<file path="src/design/dly_pkg.sv">
package dly_pkg;

    ////////////////////
    // Sizes and site map
    ////////////////////
    localparam int NUM_GB_SITES  = 20;                              // Gearbox delay sites
    localparam logic [NUM_GB_SITES-1:0] DLY_LOC = 20'h0_C117;       // Set bit = site holds a delay
    localparam int NUM_DLY       = 7;                               // Popcount of DLY_LOC
    localparam int ADDR_WIDTH    = 5;                               // Site address width
    localparam int DLY_TAP_WIDTH = 6;
    localparam logic [DLY_TAP_WIDTH-1:0] TAP_MAX = 6'd63;           // Saturation ceiling

    // Operation codes carried by a user command
    typedef enum logic [1:0] {
        OP_CLR = 2'd0,                                              // Tap back to 0
        OP_INC = 2'd1,                                              // Step up by one
        OP_DEC = 2'd2                                               // Step down by one
    } dly_op_e;

    typedef struct packed {
        logic [2:0] ch;                                             // Logical channel
        dly_op_e    op;
    } dly_cmd_t;

    // Shared control bus towards the gearbox
    typedef struct packed {
        logic [ADDR_WIDTH-1:0] addr;                                // Physical site
        logic                  ld;                                  // Load strobe
        logic                  adj;                                 // 0 clears, 1 steps
        logic                  incdec;                              // Step direction, 1 is up
    } dly_ctrl_t;

    // Site of logical channel k, i.e. index of the k-th set bit of DLY_LOC
    function automatic logic [ADDR_WIDTH-1:0] dly_site_addr_f(input int unsigned k);
        int unsigned           cnt;
        logic [ADDR_WIDTH-1:0] addr;
        cnt  = 0;
        addr = '0;
        for (int i = 0; i < NUM_GB_SITES; i++) begin
            if (DLY_LOC[i]) begin
                if (cnt == k) addr = ADDR_WIDTH'(i);                // Ordinal match
                cnt++;
            end
        end
        return addr;
    endfunction

endpackage

</file>
<file path="src/design/muxp.sv">
`timescale 1ns/100ps

// One-hot select of NUM_OF_BUS equal buses, zero when nothing is selected
module muxp #(
    parameter int DWIDTH     = 1,
    parameter int NUM_OF_BUS = 2
) (
    input  logic [NUM_OF_BUS*DWIDTH-1:0] d,      // Concatenated buses, bus 0 in the LSBs
    input  logic [NUM_OF_BUS-1:0]        sel,    // One-hot or zero
    output logic [DWIDTH-1:0]            dout
);

    ////////////////////
    // AND-OR tree
    ////////////////////
    always_comb begin
        dout = '0;
        for (int i = 0; i < NUM_OF_BUS; i++) begin
            // Gate each slice by its select bit then merge
            dout |= d[i*DWIDTH +: DWIDTH] & {DWIDTH{sel[i]}};
        end
    end

    // More than one select set would OR the buses together,
    // so the caller keeps sel one-hot

endmodule

</file>
<file path="src/design/one2x_decoder.sv">
`timescale 1ns/100ps

// Steer one word onto the selected slices of a wide bus
module one2x_decoder #(
    parameter int DWIDTH      = 1,
    parameter int NUM_OF_OBUS = 2
) (
    input  logic [DWIDTH-1:0]             din,
    input  logic [NUM_OF_OBUS-1:0]        sel,   // Slice enables
    output logic [NUM_OF_OBUS*DWIDTH-1:0] dout   // Slice 0 in the LSBs
);

    always_comb begin
        for (int i = 0; i < NUM_OF_OBUS; i++) begin
            // Unselected slices read as zero
            dout[i*DWIDTH +: DWIDTH] = sel[i] ? din : '0;
        end
    end

endmodule

</file>
<file path="src/design/dly_addr_cntrl.sv">
`timescale 1ns/100ps

// Delay address controller
// Maps the active channel to its gearbox site and multiplexes the strobes
// onto the shared control bus, readback goes the other way
module dly_addr_cntrl (
    input  logic                                             clk,
    input  logic                                             rst,
    input  logic [dly_pkg::NUM_DLY-1:0]                      usr_dly_ld,       // One-hot, selects the site
    input  logic [dly_pkg::NUM_DLY-1:0]                      usr_dly_adj,
    input  logic [dly_pkg::NUM_DLY-1:0]                      usr_dly_incdec,
    input  logic [dly_pkg::NUM_DLY-1:0]                      usr_rd_dly_value, // One-hot readback request
    input  logic [dly_pkg::DLY_TAP_WIDTH-1:0]                cntrl_dly_tap_value,
    output dly_pkg::dly_ctrl_t                               ctrl,
    output logic [dly_pkg::NUM_DLY*dly_pkg::DLY_TAP_WIDTH-1:0] usr_dly_tap_value_out
);
    import dly_pkg::*;

    logic [ADDR_WIDTH*NUM_DLY-1:0] dly_site_addr_bus;   // Channel-to-site table, ch 0 in LSBs
    logic [ADDR_WIDTH-1:0]         sel_addr;
    logic                          sel_ld;
    logic                          sel_adj;
    logic                          sel_incdec;
    logic [NUM_DLY-1:0]            usr_dly_ld_en;       // Readback slice select

    ////////////////////
    // Site address table
    ////////////////////
    for (genvar i = 0; i < NUM_DLY; i++) begin : g_addr_tbl
        assign dly_site_addr_bus[i*ADDR_WIDTH +: ADDR_WIDTH] = dly_site_addr_f(i);
    end

    ////////////////////
    // Strobe steering, all selected by ld
    ////////////////////
    muxp #(.DWIDTH(ADDR_WIDTH), .NUM_OF_BUS(NUM_DLY)) u_mux_addr (
        .d    (dly_site_addr_bus),
        .sel  (usr_dly_ld),
        .dout (sel_addr)
    );

    muxp #(.DWIDTH(1), .NUM_OF_BUS(NUM_DLY)) u_mux_ld (
        .d    (usr_dly_ld),                         // Self-selected, high iff any ld
        .sel  (usr_dly_ld),
        .dout (sel_ld)
    );

    muxp #(.DWIDTH(1), .NUM_OF_BUS(NUM_DLY)) u_mux_adj (
        .d    (usr_dly_adj),
        .sel  (usr_dly_ld),
        .dout (sel_adj)
    );

    muxp #(.DWIDTH(1), .NUM_OF_BUS(NUM_DLY)) u_mux_incdec (
        .d    (usr_dly_incdec),
        .sel  (usr_dly_ld),
        .dout (sel_incdec)
    );

    assign ctrl = '{addr: sel_addr, ld: sel_ld, adj: sel_adj, incdec: sel_incdec};

    ////////////////////
    // Readback routing
    ////////////////////
    assign usr_dly_ld_en = usr_rd_dly_value ^ usr_dly_ld;   // Either strobe opens the slice

    one2x_decoder #(.DWIDTH(DLY_TAP_WIDTH), .NUM_OF_OBUS(NUM_DLY)) u_rd_dec (
        .din  (cntrl_dly_tap_value),
        .sel  (usr_dly_ld_en),
        .dout (usr_dly_tap_value_out)
    );

    // Sequencer must never load and read in the same cycle,
    // nor touch more than one channel at once
    a_strobe_onehot : assert property (@(posedge clk) disable iff (!rst)
        $onehot0(usr_dly_ld) && $onehot0(usr_rd_dly_value) &&
        !((|usr_dly_ld) && (|usr_rd_dly_value)));

endmodule

</file>
<file path="src/design/dly_cmd_seq.sv">
`timescale 1ns/100ps

// Command sequencer
// Four-phase req/ack on the user side and one-hot strobes on the controller side
module dly_cmd_seq (
    input  logic                                               clk,
    input  logic                                               rst,
    input  dly_pkg::dly_cmd_t                                  cmd,
    input  logic                                               req,
    output logic                                               ack,
    output logic [dly_pkg::NUM_DLY-1:0]                        usr_dly_ld,
    output logic [dly_pkg::NUM_DLY-1:0]                        usr_dly_adj,
    output logic [dly_pkg::NUM_DLY-1:0]                        usr_dly_incdec,
    output logic [dly_pkg::NUM_DLY-1:0]                        usr_rd_dly_value,
    input  logic [dly_pkg::NUM_DLY*dly_pkg::DLY_TAP_WIDTH-1:0] usr_dly_tap_value_out,
    output logic [dly_pkg::NUM_DLY*dly_pkg::DLY_TAP_WIDTH-1:0] tap_values
);
    import dly_pkg::*;

    typedef enum logic [1:0] {
        S_IDLE,     // Waiting for req
        S_OP,       // ld/adj/incdec strobes out
        S_RD,       // Readback strobe for two cycles
        S_ACK       // Holding ack until req drops
    } state_t;

    state_t                   state;
    dly_cmd_t                 cmd_q;                    // Latched at req
    logic                     rd_last;                  // Second RD cycle
    logic [NUM_DLY-1:0]       ch_oh;                    // One-hot of latched channel
    logic [DLY_TAP_WIDTH-1:0] shadow [NUM_DLY];         // Last tap per channel

    ////////////////////
    // FSM
    ////////////////////
    always_ff @(posedge clk) begin
        if (!rst) begin
            state   <= S_IDLE;
            rd_last <= 1'b0;
        end else begin
            case (state)
                S_IDLE: if (req) state <= S_OP;
                S_OP:   state <= S_RD;
                S_RD: begin
                    rd_last <= ~rd_last;
                    if (rd_last) state <= S_ACK;        // Readout is valid by now
                end
                S_ACK:  if (!req) state <= S_IDLE;      // Drop ack one cycle after req
                default: state <= S_IDLE;
            endcase
        end
    end

    always_ff @(posedge clk) begin
        if (state == S_IDLE && req) cmd_q <= cmd;      // Command payload
    end

    ////////////////////
    // Strobes
    ////////////////////
    assign ch_oh = NUM_DLY'(1) << cmd_q.ch;

    assign usr_dly_ld       = (state == S_OP) ? ch_oh : '0;
    assign usr_dly_adj      = (state == S_OP && cmd_q.op != OP_CLR) ? ch_oh : '0; // Clear has adj low
    assign usr_dly_incdec   = (state == S_OP && cmd_q.op == OP_INC) ? ch_oh : '0;
    assign usr_rd_dly_value = (state == S_RD) ? ch_oh : '0;
    assign ack              = (state == S_ACK);

    ////////////////////
    // Shadow taps
    ////////////////////
    always_ff @(posedge clk) begin
        if (!rst) begin
            for (int i = 0; i < NUM_DLY; i++) shadow[i] <= '0;
        end else if (state == S_RD && rd_last) begin
            // Closing edge of RD is also the edge that raises ack
            shadow[cmd_q.ch] <= usr_dly_tap_value_out[cmd_q.ch*DLY_TAP_WIDTH +: DLY_TAP_WIDTH];
        end
    end

    for (genvar i = 0; i < NUM_DLY; i++) begin : g_tap_out
        assign tap_values[i*DLY_TAP_WIDTH +: DLY_TAP_WIDTH] = shadow[i];
    end

    // ack may only drop once the FSM has already seen req low
    a_ack_hold : assert property (@(posedge clk) disable iff (!rst)
        $fell(ack) |-> !$past(req));

endmodule

</file>
<file path="src/design/gb_dly_bank.sv">
`timescale 1ns/100ps

// Behavioural gearbox delay bank, one tap counter per site
module gb_dly_bank (
    input  logic                              clk,
    input  logic                              rst,
    input  dly_pkg::dly_ctrl_t                ctrl,
    output logic [dly_pkg::DLY_TAP_WIDTH-1:0] cntrl_dly_tap_value    // Tap of latched site
);
    import dly_pkg::*;

    logic [DLY_TAP_WIDTH-1:0] taps [NUM_GB_SITES];
    logic [ADDR_WIDTH-1:0]    site_q;                   // Latched on ld
    logic [DLY_TAP_WIDTH-1:0] tap_cur;
    logic [DLY_TAP_WIDTH-1:0] tap_nxt;

    ////////////////////
    // Next tap
    ////////////////////
    always_comb begin
        tap_cur = taps[ctrl.addr];
        if (!ctrl.adj) begin
            tap_nxt = '0;                                                   // Load clears
        end else if (ctrl.incdec) begin
            tap_nxt = (tap_cur == TAP_MAX) ? tap_cur : tap_cur + 1'b1;      // Saturate high
        end else begin
            tap_nxt = (tap_cur == '0) ? tap_cur : tap_cur - 1'b1;           // Saturate low
        end
    end

    ////////////////////
    // Counters and site latch
    ////////////////////
    always_ff @(posedge clk) begin
        if (!rst) begin
            for (int i = 0; i < NUM_GB_SITES; i++) taps[i] <= '0;
            site_q <= '0;
        end else if (ctrl.ld) begin
            taps[ctrl.addr] <= tap_nxt;
            site_q          <= ctrl.addr;
        end
    end

    // Registered readout, one cycle behind the counters
    always_ff @(posedge clk) begin
        if (!rst) begin
            cntrl_dly_tap_value <= '0;
        end else begin
            cntrl_dly_tap_value <= taps[site_q];
        end
    end

    // The controller's site map must only ever point at populated sites
    a_ld_site_valid : assert property (@(posedge clk) disable iff (!rst)
        ctrl.ld |-> (ctrl.addr < NUM_GB_SITES) && DLY_LOC[ctrl.addr]);

endmodule

</file>
<file path="src/design/dly_ctrl_top.sv">
`timescale 1ns/100ps

// Delay control subsystem
// sequencer -> address controller -> gearbox bank, readback loops back
module dly_ctrl_top (
    input  logic                                               clk,
    input  logic                                               rst,
    input  dly_pkg::dly_cmd_t                                  cmd,
    input  logic                                               req,
    output logic                                               ack,
    output logic [dly_pkg::NUM_DLY*dly_pkg::DLY_TAP_WIDTH-1:0] tap_values   // Per-channel taps
);
    import dly_pkg::*;

    logic [NUM_DLY-1:0]               usr_dly_ld;
    logic [NUM_DLY-1:0]               usr_dly_adj;
    logic [NUM_DLY-1:0]               usr_dly_incdec;
    logic [NUM_DLY-1:0]               usr_rd_dly_value;
    logic [NUM_DLY*DLY_TAP_WIDTH-1:0] usr_dly_tap_value_out;  // Decoded readback
    logic [DLY_TAP_WIDTH-1:0]         cntrl_dly_tap_value;    // Raw gearbox readout
    dly_ctrl_t                        ctrl;                   // Shared control bus

    ////////////////////
    // Sequencer
    ////////////////////
    dly_cmd_seq u_dly_cmd_seq (
        .clk                   (clk),
        .rst                   (rst),
        .cmd                   (cmd),
        .req                   (req),
        .ack                   (ack),
        .usr_dly_ld            (usr_dly_ld),
        .usr_dly_adj           (usr_dly_adj),
        .usr_dly_incdec        (usr_dly_incdec),
        .usr_rd_dly_value      (usr_rd_dly_value),
        .usr_dly_tap_value_out (usr_dly_tap_value_out),
        .tap_values            (tap_values)
    );

    // Channel to site, combinational
    dly_addr_cntrl u_dly_addr_cntrl (
        .clk                   (clk),
        .rst                   (rst),
        .usr_dly_ld            (usr_dly_ld),
        .usr_dly_adj           (usr_dly_adj),
        .usr_dly_incdec        (usr_dly_incdec),
        .usr_rd_dly_value      (usr_rd_dly_value),
        .cntrl_dly_tap_value   (cntrl_dly_tap_value),
        .ctrl                  (ctrl),
        .usr_dly_tap_value_out (usr_dly_tap_value_out)
    );

    gb_dly_bank u_gb_dly_bank (
        .clk                 (clk),
        .rst                 (rst),
        .ctrl                (ctrl),
        .cntrl_dly_tap_value (cntrl_dly_tap_value)
    );

endmodule

</file>
<file path="config.mk">
export PLATFORM = sky130hd
export DESIGN_NAME = dly_ctrl_top
export DESIGN_NICKNAME = d
export VERILOG_FILES = /design/src/design/dly_pkg.sv /design/src/design/muxp.sv /design/src/design/one2x_decoder.sv /design/src/design/dly_addr_cntrl.sv /design/src/design/dly_cmd_seq.sv /design/src/design/gb_dly_bank.sv /design/src/design/dly_ctrl_top.sv
export SDC_FILE = /design/constraint.sdc
export NUM_CORES = 1
export LEC_CHECK = 0
export BUFFER_PORTS_ARGS = -buffer_cell sky130_fd_sc_hd__buf_2
export CAP_MARGIN = 20
export CORE_AREA = 4 4 127 129
export DETAILED_ROUTE_END_ITERATION = 12
export DIE_AREA = 0 0 131 133
export PLACE_DENSITY = 0.67
export SYNTH_ARGS = -nofsm -noshare
export SYNTH_HDL_FRONTEND = slang
export SYNTH_SLANG_ARGS = --single-unit
</file>
<file path="constraint.sdc">
create_clock -name clk -period 5.99 [get_ports clk]
set_clock_uncertainty 0.05 [all_clocks]
set_input_delay 0.8985 -clock clk [delete_from_list [all_inputs] [get_ports clk]]
set_output_delay 0.8985 -clock clk [all_outputs]
set_load 0.02 [all_outputs]
</file>
==> impl_metrics.py <==
metrics = {
    "clocking": {
        "numCtsBuffers": 17,
        "clk_pin_slew_ns": 0.07,
        "cts_sinks": 156,
        "post-cts-setup-buffer-count": 0,
        "cts-root-buf": "clkbuf_16",
        "clockBufferDepth": 2,
        "ctsHoldBuffers": 0,
        "cts-resized-gates": 0,
        "cts.htree.levels": 4,
        "clock_latency_ns": 0.43,
        "cts_tree": "built",
    },
    "sta": {
        "period_share_pct": 64.5,
        "worstMarginPinSlew_ns": 1.00,
        "slew_headroom_pct": 32.6,
        "fmax_mhz": 259,
        "finalSetupViolations": 0,
        "grt_setup_unrepaired": "no",
        "finalCriticalPeriod_ns": 3.87,
        "hold_viol_final": 0,
        "slew_violations": 0,
        "fin_setup_tns_ns": 0,
    },
    "floorplan": {
        "die_w_um": 131,
        "core-area_um2": 15000,
        "num_rows": 45,
        "ioPinCount": 51,
        "chipHeight_um": 133,
        "die_area_um2": 17400,
        "initial_core_util_pct": 49.2,
    },
    "power_and_ir_drop": {
        "pwr-share-seq_pct": 41.7,
        "leakagePower_uw": 0.00321,
        "design_power_total_uw": 3250,
        "ir_worst_vdd_mv": 0.205,
        "pwr-share-comb_pct": 25.3,
        "switching_share_pct": 31.9,
        "p_switching_uw": 1040,
        "p_clk_share_pct": 33.0,
        "internal_power_uw": 2210,
        "powerDensity_nw_per_um2": 378,
    },
    "final_layout": {
        "design_area_um2": 8590,
        "drive_gt1_share_pct": 22.5,
        "area_growth_pct": 16.2,
        "postLayoutCoreUtil_pct": 57.2,
        "fill_cells": 1227,
        "nNetsFinal": 680,
        "diodes": 0,
    },
    "synth": {
        "yosysTopAreaCell": "edfxtp_1",
        "yosysTopAreaCellShare_pct": 55.6,
        "synth-seq-area-share_pct": 60.7,
        "ys_types": 78,
        "synth_most_common_cell": "edfxtp_1",
        "yosys_most_used_dff": "edfxtp_1",
        "syn_inst": 561,
        "synthTopCellsByArea": "edfxtp_1, mux4_2, dfxtp_1, nor2_1, a21oi_1",
        "synth_commonest_cells": "edfxtp_1, nor2_1, nand2_1",
        "syn_avg_cell_area_um2": 13.2,
        "synth_edf_count": 137,
        "syn_area_um2": 7400,
        "yosysWarnings": 0,
        "ys_ff_latch": 156,
        "async_flop_share_pct": 0,
    },
    "outcome": {
        "status": "finished clean",
    },
    "placement": {
        "globalplace.congestion": 0.912,
        "io_buffers": 50,
        "placed_area_um2": 7970,
        "dpl.hpwl_um": 13500,
    },
    "setup_path": {
        "cpMaxStageDelayCell": "a221oi_2",
        "critical_path_required_ns": 6.09,
        "crit_path_start_kind": "flip-flop",
        "crit_chain": "inv_1 > ha_1 > nand2b_1 > a2bb2oi_1 > o22ai_1 > a221oi_2 > nand3_1 > a31oi_1 > nor3_1",
        "max_stage_delay_ns": 0.80,
        "cp_max_fo": 13,
        "crit_path_end_kind": "flip-flop",
        "critPathKind": "reg2reg",
        "cp_data_arrival_time_ns": 3.97,
    },
    "grt": {
        "grt_pass1_wl_um": 28100,
        "grt_start_max_net_pins": 38,
        "antenna_found_initial": 0,
        "grt-ovfl-total": 0,
        "grt_pass1_vias": 4768,
        "gr-usage-all-layers_pct": 22.1,
    },
    "run": {
        "cap_violations": 0,
    },
    "worst_hold_path": {
        "hp-class": "reg2reg",
    },
    "route": {
        "wl_per_cell_um": 21.2,
        "drt-initial-drc-count": 515,
        "routed_wl_um": 18300,
        "drt_first_pass_iters": 7,
        "num_vias": 4976,
        "viasPerCell": 5.75,
        "drc": 0,
        "postRouteAntennaNets": 0,
    },
}
[logic make-up (layout without fill, tap and decap cells)]
kind of cell	after synthesis	after routing	share of synthesized area [%]
other	1	54	0.0507
xor gates and xnor gates	3	3	0.355
muxes	41	41	10.8
and+or+nand+nor	198	198	13.7
adders and majority gates	8	8	1.35
buffers and inverters	56	119	3.50
DFF	156	156	60.7
AOI/OAI and AO/OA	98	98	9.47
[cell usage in the layout, fill, tap and decap left out, drive strengths merged, types with 3 or more instances in the layout]
master / instances
xnor2: 3
edfxtp: 137
mux4: 30
nand2: 39
nor2b: 3
nand2b: 6
a32oi: 4
a21oi: 32
clkbuf: 19
a31oi: 4
o22ai: 3
a211oi: 4
dfxtp: 19
or3: 3
o21ai: 23
ha: 8
clkinv: 6
and2: 11
buf: 60
nand3b: 8
nor3: 21
mux2i: 5
conb: 54
nand3: 22
inv: 33
nor2: 65
mux2: 6
or2: 3
nor4: 3
[sequential cells by signal, indices dropped and copies added (netlist names)]
signal	count
u_dly_cmd_seq.state	2
u_gb_dly_bank.taps	96
u_gb_dly_bank.cntrl_dly_tap_value	6
u_gb_dly_bank.site_q	4
u_dly_cmd_seq.rd_last	1
u_dly_cmd_seq.shadow	42
u_dly_cmd_seq.cmd_q	5
[metal layers]
layer  vias up  GRT usage, %  share of wire (%)
met5         -             0                  0
met4         0          7.37                2.0
met3        31          4.28                6.8
met2       224          34.5                 48
met1      2427          31.3                 43
li1       2294             -                  -
[metrics by stage]
step | instances | hold WS [ns] | setup slack, ns
floorplan | 614 | 0.446 | 2.98
detailed placement | 829 | 0.441 | 2.19
global placement | 829 | 0.418 | 2.16
finish | 865 | 0.449 | 2.12
CTS | 861 | 0.452 | 2.19
global route | 865 | 0.489 | 1.88
[power groups by stage]
stage / logic (µW) / clock network, µW / registers, µW
6_report: 822 / 1070 / 1360
5_1_grt: 890 / 1140 / 1360
4_1_cts: 815 / 1090 / 1360
3_5_place_dp: 813 / 0 / 1380
3_3_place_gp: 810 / 0 / 1380
2_1_floorplan: 632 / 0 / 1350
[critical path: cells and delay by family, from the launching register on]
family / cells / cell delay [ns]
adders and majority gates: 1 / 0.37
DFF: 1 / 0.37
buffers and inverters: 1 / 0.10
AOI/OAI and AO/OA: 4 / 1.86
and+or+nand+nor: 3 / 0.82
[area by class of cell]
cell class	instances	area (µm²)	area share, %
multi-input cells	402	2840	33.1
flip-flops and latches	156	4490	52.3
inverters	26	97.6	1.14
clock inverters	14	148	1.72
clock buffers	18	450	5.24
repair buffers	61	325	3.79
well taps	188	235	2.74
[path summary, 6_finish.rpt]
kind | to | startpoint | slack (ns) | depth (start not counted)
max | u_gb_dly_bank.taps[15][2]$_SDFFCE_PN0P_ | u_dly_cmd_seq.state[1]$_SDFFE_PN0P_ | 2.12 | 9
min | u_dly_cmd_seq.shadow[6][1]$_SDFFE_PN0P_ | u_dly_cmd_seq.shadow[6][1]$_SDFFE_PN0P_ | 0.45 | 2
max reg2reg | u_gb_dly_bank.taps[15][2]$_SDFFCE_PN0P_ | u_dly_cmd_seq.state[1]$_SDFFE_PN0P_ | 2.12 | 9
min reg2reg | u_dly_cmd_seq.shadow[6][1]$_SDFFE_PN0P_ | u_dly_cmd_seq.shadow[6][1]$_SDFFE_PN0P_ | 0.45 | 2
Power figures use the tool's default switching activity.
